===== config.mk =====
export PLATFORM = sky130hd
export DESIGN_NAME = rp_fabric_top
export DESIGN_NICKNAME = d
export VERILOG_FILES = /design/src/verilog/sysbus_pkg.sv /design/src/verilog/dac_pkg.sv /design/src/verilog/sysbus_region_decode.sv /design/src/verilog/sysbus_read_mux.sv /design/src/verilog/dac_sat_sum.sv /design/src/verilog/rp_fabric_top.sv
export SDC_FILE = /design/constraint.sdc
export NUM_CORES = 1
export LEC_CHECK = 0
export CAP_MARGIN = 20
export CORE_AREA = 4 4 155 157
export CTS_BUF_LIST = sky130_fd_sc_hd__clkbuf_4
export DETAILED_ROUTE_END_ITERATION = 8
export DIE_AREA = 0 0 159 161
export DONT_BUFFER_PORTS = 1
export REMOVE_ABC_BUFFERS = 1
export SYNTH_ARGS = -nofsm -noshare
export SYNTH_HDL_FRONTEND = slang
export SYNTH_SLANG_ARGS = --single-unit

===== constraint.sdc =====
create_clock -name adc_clk -period 3.4 [get_ports adc_clk]
set_clock_uncertainty 0.05 [all_clocks]
set_input_delay 0.68 -clock adc_clk [delete_from_list [all_inputs] [get_ports adc_clk]]
set_output_delay 0.68 -clock adc_clk [all_outputs]
set_load 0.01 [all_outputs]

===== src/verilog/sysbus_pkg.sv =====
// system bus package with request/response types, region map and config block constants
package sysbus_pkg;

  //------------------------------------------------------------
  // region map, address bits 29:20 pick a 1 MB region

  localparam int SYS_REGIONS  = 8;                   // regions handled by the decoder
  localparam int USED_REGIONS = 6;                   // regions with an external block

  localparam logic [9:0] SYSCONF_REGION = 10'h3ff;   // config block sits at the top

  // config block contents, id is class in the top bits, version below
  localparam logic [31:0] SYSCONF_ID      = 32'hfff00001;
  localparam logic [19:0] SYSCONF_ID_OFS  = 20'hf0000;  // id word
  localparam logic [19:0] SYSCONF_CNT_OFS = 20'hf0004;  // region count word

  //------------------------------------------------------------
  // bus payloads

  typedef struct packed {
    logic [31:0] addr;   // byte address
    logic [31:0] wdata;  // write data
    logic [3:0]  sel;    // write byte select
    logic        wen;    // write strobe
    logic        ren;    // read strobe
  } sysbus_req_t;

  typedef struct packed {
    logic [31:0] rdata;  // read data
    logic        err;    // error flag
    logic        ack;    // acknowledge
  } sysbus_resp_t;

  typedef logic [SYS_REGIONS-1:0]  region_mask_t;  // one-hot region select
  typedef logic [USED_REGIONS-1:0] used_mask_t;    // per-block strobes

  // one response per externally served region
  typedef sysbus_resp_t [USED_REGIONS-1:0] region_resp_t;

endpackage


===== src/verilog/dac_pkg.sv =====
// DAC path package with sample, sum and channel pair types plus saturation limits
package dac_pkg;

  //------------------------------------------------------------
  // sample widths

  localparam int DAC_W = 14;  // DAC converter width

  typedef logic signed [DAC_W-1:0] dac_sample_t;  // two's complement sample
  typedef logic signed [DAC_W:0]   dac_sum_t;     // one guard bit for the add

  //------------------------------------------------------------
  // saturation limits

  localparam dac_sample_t DAC_MAX = 14'h1FFF;  // most positive code
  localparam dac_sample_t DAC_MIN = 14'h2000;  // most negative code

  // both output channels together
  typedef struct packed {
    dac_sample_t a;  // channel 1
    dac_sample_t b;  // channel 2
  } dac_pair_t;

endpackage


===== src/verilog/sysbus_region_decode.sv =====
// system bus region decoder, one-hot region select and gated write/read strobes
module sysbus_region_decode (
  input  sysbus_pkg::sysbus_req_t  sys_req_i,      // master request
  output sysbus_pkg::region_mask_t region_sel_o,   // one-hot select, all regions
  output logic                     sysconf_sel_o,  // config block select
  output sysbus_pkg::used_mask_t   region_wen_o,   // write strobe per block
  output sysbus_pkg::used_mask_t   region_ren_o    // read strobe per block
);

  import sysbus_pkg::*;

  logic [9:0] region_idx;  // 1 MB region number

  assign region_idx = sys_req_i.addr[29:20];

  //------------------------------------------------------------
  // region select

  always_comb begin
    for (int r = 0; r < SYS_REGIONS; r++) begin
      region_sel_o[r] = (region_idx == 10'(r));  // only 0..7 ever hit
    end
  end

  // config block decoded apart, it has no strobes of its own
  assign sysconf_sel_o = (region_idx == SYSCONF_REGION);

  //------------------------------------------------------------
  // strobe gating, external blocks only

  assign region_wen_o = region_sel_o[USED_REGIONS-1:0]
                      & {USED_REGIONS{sys_req_i.wen}};  // write into selected block
  assign region_ren_o = region_sel_o[USED_REGIONS-1:0]
                      & {USED_REGIONS{sys_req_i.ren}};  // read from selected block

endmodule


===== src/verilog/sysbus_read_mux.sv =====
// system bus return path that merges block responses, free regions and the config block
module sysbus_read_mux (
  input  sysbus_pkg::sysbus_req_t  sys_req_i,      // only the offset is looked at
  input  sysbus_pkg::region_mask_t region_sel_i,   // one-hot region select
  input  logic                     sysconf_sel_i,  // config block select
  input  sysbus_pkg::region_resp_t region_resp_i,  // responses of the external blocks
  output sysbus_pkg::sysbus_resp_t sys_resp_o      // merged response to the master
);

  import sysbus_pkg::*;

  sysbus_resp_t [SYS_REGIONS-1:0]    all_resp;   // used + free regions
  logic [31:0][SYS_REGIONS-1:0]      rdata_col;  // bit-major read data
  logic [SYS_REGIONS-1:0]            ack_col;    // ack per region
  logic [SYS_REGIONS-1:0]            err_col;    // err per region
  logic [19:0]                       offset;     // offset inside the region
  logic [31:0]                       conf_rdata; // config block word

  assign offset = sys_req_i.addr[19:0];

  //------------------------------------------------------------
  // region responses with the free regions answering at once

  always_comb begin
    for (int r = 0; r < SYS_REGIONS; r++) begin
      if (r < USED_REGIONS) begin
        all_resp[r] = region_resp_i[r];  // external block
      end else begin
        all_resp[r].rdata = '0;  // nothing behind it
        all_resp[r].err   = 1'b0;
        all_resp[r].ack   = 1'b1;  // keep the master from stalling
      end
    end
  end

  // transpose so each data bit lines up with the select vector
  always_comb begin
    for (int r = 0; r < SYS_REGIONS; r++) begin
      for (int b = 0; b < 32; b++) begin
        rdata_col[b][r] = all_resp[r].rdata[b];
      end
      ack_col[r] = all_resp[r].ack;
      err_col[r] = all_resp[r].err;
    end
  end

  //------------------------------------------------------------
  // config block lookup of the fixed words read by the driver

  always_comb begin
    case (offset)
      SYSCONF_ID_OFS:  conf_rdata = SYSCONF_ID;        // device id
      SYSCONF_CNT_OFS: conf_rdata = 32'(SYS_REGIONS);  // region count
      default:         conf_rdata = '0;
    endcase
  end

  //------------------------------------------------------------
  // merge as an AND-OR over the selects

  always_comb begin
    for (int b = 0; b < 32; b++) begin
      sys_resp_o.rdata[b] = |(region_sel_i & rdata_col[b])
                          | (sysconf_sel_i & conf_rdata[b]);
    end
    sys_resp_o.ack = |(region_sel_i & ack_col) | sysconf_sel_i;  // config block always acks
    sys_resp_o.err = |(region_sel_i & err_col);                  // config block never errs
  end

  // out-of-range regions select nothing and return all zero with ack low

endmodule


===== src/verilog/dac_sat_sum.sv =====
// one DAC channel, signed add of generator and controller samples with registered saturation
module dac_sat_sum (
  input  logic                 adc_clk,  // ADC data clock
  input  logic                 rst_n_i,  // sync reset, active low
  input  dac_pkg::dac_sample_t asg_i,    // generator sample
  input  dac_pkg::dac_sample_t pid_i,    // controller sample
  output dac_pkg::dac_sample_t dac_o     // saturated sum, one cycle late
);

  import dac_pkg::*;

  dac_sum_t    sum;  // sign-extended sum
  dac_sample_t sat;  // clamped value

  assign sum = dac_sum_t'(asg_i) + dac_sum_t'(pid_i);

  //------------------------------------------------------------
  // saturation on the two top bits of the sum

  always_comb begin
    case (sum[DAC_W:DAC_W-1])
      2'b01:   sat = DAC_MAX;          // pos. overflow
      2'b10:   sat = DAC_MIN;          // neg. overflow
      default: sat = sum[DAC_W-1:0];   // fits, drop guard bit
    endcase
  end

  //------------------------------------------------------------
  // output register

  always_ff @(posedge adc_clk) begin
    if (!rst_n_i) begin
      dac_o <= '0;  // mid-scale
    end else begin
      dac_o <= sat;
    end
  end

endmodule


===== src/verilog/rp_fabric_top.sv =====
// fabric top level joining the system bus decoder, the read mux and the two DAC mixers
module rp_fabric_top (
  input  logic                     adc_clk,        // ADC data clock
  input  logic                     rst_n_i,        // sync reset, active low

  //------------------------------------------------------------
  // system bus

  input  sysbus_pkg::sysbus_req_t  sys_req_i,      // master request
  output sysbus_pkg::sysbus_resp_t sys_resp_o,     // merged response
  output sysbus_pkg::used_mask_t   region_wen_o,   // write strobes to blocks
  output sysbus_pkg::used_mask_t   region_ren_o,   // read strobes to blocks
  input  sysbus_pkg::region_resp_t region_resp_i,  // block responses

  //------------------------------------------------------------
  // DAC path

  input  dac_pkg::dac_pair_t       asg_i,          // generator samples
  input  dac_pkg::dac_pair_t       pid_i,          // controller samples
  output dac_pkg::dac_pair_t       dac_o           // mixed samples to the DAC
);

  import sysbus_pkg::*;
  import dac_pkg::*;

  region_mask_t region_sel;   // one-hot region select
  logic         sysconf_sel;  // config block select
  dac_sample_t  dac_a;        // channel 1 result
  dac_sample_t  dac_b;        // channel 2 result

  //------------------------------------------------------------
  // system bus decode and return path

  sysbus_region_decode i_decode (
    .sys_req_i     (sys_req_i),     // master request
    .region_sel_o  (region_sel),    // to read mux
    .sysconf_sel_o (sysconf_sel),   // to read mux
    .region_wen_o  (region_wen_o),  // write strobes out
    .region_ren_o  (region_ren_o)   // read strobes out
  );

  sysbus_read_mux i_read_mux (
    .sys_req_i     (sys_req_i),      // offset for config lookup
    .region_sel_i  (region_sel),
    .sysconf_sel_i (sysconf_sel),
    .region_resp_i (region_resp_i),  // block responses
    .sys_resp_o    (sys_resp_o)      // back to master
  );

  //------------------------------------------------------------
  // ASG + PID sum with saturation, one instance per channel

  dac_sat_sum i_dac_a (
    .adc_clk (adc_clk),
    .rst_n_i (rst_n_i),
    .asg_i   (asg_i.a),  // CH 1
    .pid_i   (pid_i.a),
    .dac_o   (dac_a)
  );

  dac_sat_sum i_dac_b (
    .adc_clk (adc_clk),
    .rst_n_i (rst_n_i),
    .asg_i   (asg_i.b),  // CH 2
    .pid_i   (pid_i.b),
    .dac_o   (dac_b)
  );

  // repack the channel results
  assign dac_o = '{a: dac_a, b: dac_b};

endmodule


==> results.md <==
## Yosys
- portion of the post-synthesis area used by sequential elements: 14.5%
- Synth cell types: 59
- commonest register cell after synthesis: sky130_fd_sc_hd__dfxtp_1
- synthesized-area fraction occupied by and/or/nand/nor cells: 24.1%
- number of enable flip-flop cells after synthesis: 0
- count of synthesis-stage warnings from yosys: 0
- netlist area before placement: 0.00387 sq mm
- number of synthesized register bits: 28
- Avg Inst Size Synth: 7.85 sq um
- Async S/R FF share, synth: 0%
- Synth Area in Compound Gates: 35.2%
- proportion of synthesized area in mux cells: 6.17%
- Adder-Cell Fraction of Synth Area: 11.4%
- dominant combinational cell family by area after synthesis: compound AO/OA/AOI/OAI gates
- cell count after synthesis: 493
- xor and xnor fraction of the mapped netlist area: 3.17%

## Timing
- sum of negative setup slack: 0 ps
- Worst-Margin Slew: 779 ps
- time the worst path needs with I/O delays and setup: 3390 ps
- headroom to the max-slew limit: 48.1%
- unrepaired setup endpoints after global routing: yes
- final critical-path share of the clock period: 99.8%
- final-report max-slew violation count: 0
- Post-Route Hold Slack: 403 ps
- Setup-failing EPs final: 0
- final hold vios: 0
- Max Clock Freq: 295 MHz

## Clocking
- Post-CTS Hold Fix Bufs: 0
- Root Buffer: sky130_fd_sc_hd__clkbuf_4
- cts bufs inserted: 3
- CTS sink cnt: 28
- Clock Pin Slew Worst Setup and Hold Paths: 160 ps
- clock tree from TritonCTS: built
- htree depth: 1
- deepest clock path buffer count: 2

## Critical path
- library cell contributing the largest single delay on the critical path: sky130_fd_sc_hd__or4b_4
- signal arrival time at the worst endpoint: 2660 ps
- worst endpoint required time: 2670 ps
- category of the critical setup timing path: in -> out
- maximum fanout encountered on the critical timing path: 19
- cell breakdown of the critical path: or4_4 -> or4b_4 -> nor3b_4 -> buf_12 -> a22oi_1 -> nand3_1 -> buf_12
- delay of the slowest cell on the worst path: 550 ps
- Worst setup SP type: input port
- most common cell type on the critical path: sky130_fd_sc_hd__buf_12
- CP endpoint kind: output port
- CP Launch Point: sys_req_i[65]

## Finish
- Core Util, Final: 21.8%
- Finished Cell Area: 0.00490 sq mm
- share of post-route cells with drive strength above 1: 22.2%
- Post-layout nets: 903
- area added between synthesis and finish: 26.6%

## Detailed routing
- routed wirelength normalized by instance count: 24.7 um
- total DRC errors in the routed layout: 0
- Routed Antenna Nets: 0
- DRT iter0 DRCs: 425
- via total after detailed routing: 4,454
- average via count per standard cell: 5.42
- Detailed Routing Iterations Pass 1: 5
- wire length after detailed routing: 20,300 um

## Placement
- number of input and output port buffers inserted: 0
- placed wire-length estimate: 18,200 um
- post-placement cell area: 0.00468 sq mm
- Placer Congestion: 0.947

## Status
- status: complete, no violations

## Global route
- largest net degree at the start of global routing: 25
- number of global-route vias before repair: 4,535
- initial antenna violation count: 4
- GRT overflow: 0
- wire length of the first global-routing pass: 28,900 um
- GRT Resource Usage Total: 14.5%

## Power and ir drop
- Leakage Power: 1.98 nW
- total power draw: 1.30 mW
- Peak VDD IR: 0.200 mV
- power density relative to cell area: 264 mW/mm^2

## Floorplan
- area of the die: 0.0256 sq mm
- core box area: 0.0225 sq mm
- top-level I/O count: 406
- Initial Util: 17.2%
- Die Ht: 161 um
- horizontal die dimension: 159 um
- placement row count: 55

## Hold path
- hold path start: rst_n_i
- worst hold path type: in -> reg
- worst hold path depth: 1

## Flow run
- max-cap violation count: 0

final cells by class:
cell class / instances / area (sq um)
Clock buffer: 3 / 22.5
Sequential cell: 28 / 561
Tap cell: 285 / 357
Clock inverter: 1 / 30.0
Inverter: 11 / 41.3
Antenna cell: 1 / 2.50
Timing Repair Buffer: 72 / 668
Fill cell: 2508 / 17600
Multi-Input combinational cell: 421 / 3220
metrics by stage:
stage / cells / worst slack (ps)
2_1_floorplan: 460 / -430
3_3_place_gp: 814 / -278
3_5_place_dp: 814 / -302
4_1_cts: 818 / 2.34
5_1_grt: 822 / -54.0
6_report: 822 / 8.28
report_power, final:
part / switching [mW] / internal (mW)
Sequential: 0.0806 / 0.411
Clock: 0.104 / 0.119
Combinational: 0.293 / 0.288
cells in the final DEF (no fill, tap or decap), drive strengths merged, types with 7 or more instances in the layout:
cell type  Yosys  layout
nor2b          9       9
o31ai          7       7
inv           11      11
nor3           7       7
ha            32      32
mux2i          7       7
dfxtp         28      28
nand3         42      42
o21a           9       9
nor4           7       7
xor2           9       9
and2          15      15
a21boi        10      10
nand2         37      37
nor2          13      13
o21ai         12      12
a22oi         72      72
a21o           9       9
o2111ai        7       7
buf           19      72
nand2b         9       9
a21oi         29      29
cell usage after synthesis, types with 5 or more instances:
cell type | instances | area share (%)
sky130_fd_sc_hd__nor2_1 | 12 | 1.2
sky130_fd_sc_hd__ha_1 | 32 | 10
sky130_fd_sc_hd__and2_1 | 15 | 2.4
sky130_fd_sc_hd__inv_1 | 11 | 1.1
sky130_fd_sc_hd__a21oi_1 | 29 | 3.7
sky130_fd_sc_hd__a21boi_0 | 10 | 1.9
sky130_fd_sc_hd__nand3_1 | 42 | 5.4
sky130_fd_sc_hd__nor4_1 | 6 | 0.97
sky130_fd_sc_hd__mux4_2 | 6 | 3.5
sky130_fd_sc_hd__o21ai_0 | 12 | 1.6
sky130_fd_sc_hd__xor2_1 | 9 | 2.0
sky130_fd_sc_hd__o31a_1 | 5 | 1.1
sky130_fd_sc_hd__mux2i_1 | 7 | 1.8
sky130_fd_sc_hd__nor2b_1 | 9 | 1.5
sky130_fd_sc_hd__xnor2_1 | 5 | 1.1
sky130_fd_sc_hd__o2111ai_1 | 7 | 1.6
sky130_fd_sc_hd__and3_1 | 6 | 0.97
sky130_fd_sc_hd__nand2_1 | 37 | 3.6
sky130_fd_sc_hd__o21a_1 | 9 | 1.7
sky130_fd_sc_hd__nand2b_1 | 9 | 1.5
sky130_fd_sc_hd__a21o_1 | 9 | 1.7
sky130_fd_sc_hd__dfxtp_1 | 28 | 14
sky130_fd_sc_hd__nor3_1 | 5 | 0.65
sky130_fd_sc_hd__buf_2 | 11 | 1.4
sky130_fd_sc_hd__clkbuf_1 | 14 | 1.4
sky130_fd_sc_hd__a22oi_1 | 72 | 14
sky130_fd_sc_hd__a222oi_1 | 5 | 1.3
sky130_fd_sc_hd__o31ai_1 | 7 | 1.4
registers in the layout, summed over array words and instances, names as in the netlist:
name and count:
i_dac_a.dac_o 14, i_dac_b.dac_o 14
final timing paths:
kind / to
hold / removal: i_dac_b.dac_o[13]
setup / recovery: sys_resp_o[10]
worst max-delay path: cells and delay by family:
kind / cells / cell delay [ps]
and+or+nand+nor: 4 / 1500
buffers and inverters: 2 / 340
AOI/OAI and AO/OA: 1 / 140
what timing repair did:
action,CTS,global route
endpoints found under the hold margin,0,0
resized for setup,19,11
pin swaps,3,9
setup buffers,0,3
endpoints found under the setup margin,29,26
metal layers:
| metal | GRT usage (%) | vias to the layer above | wire, um | part of all wire [%] |
|---|---|---|---|---|
| met1 | 17.7 | 2105 | 7870 | 39 |
| li1 | - | 2023 | - | - |
| met5 | 0 | - | 41 | 0.20 |
| met3 | 5.38 | 38 | 2340 | 12 |
| met2 | 24.6 | 282 | 9510 | 47 |
| met4 | 3.35 | 6 | 513 | 2.5 |
logic make-up (layout without fill, tap and decap cells):
family,after synthesis,count (layout)
flops,28,28
xor+xnor,14,14
buf+inv,44,87
fa+ha+maj,34,34
mux,16,16
compound gates,189,189
other cells,0,1
simple gates,168,168
Note: power is estimated with default switching activity, not from simulation.
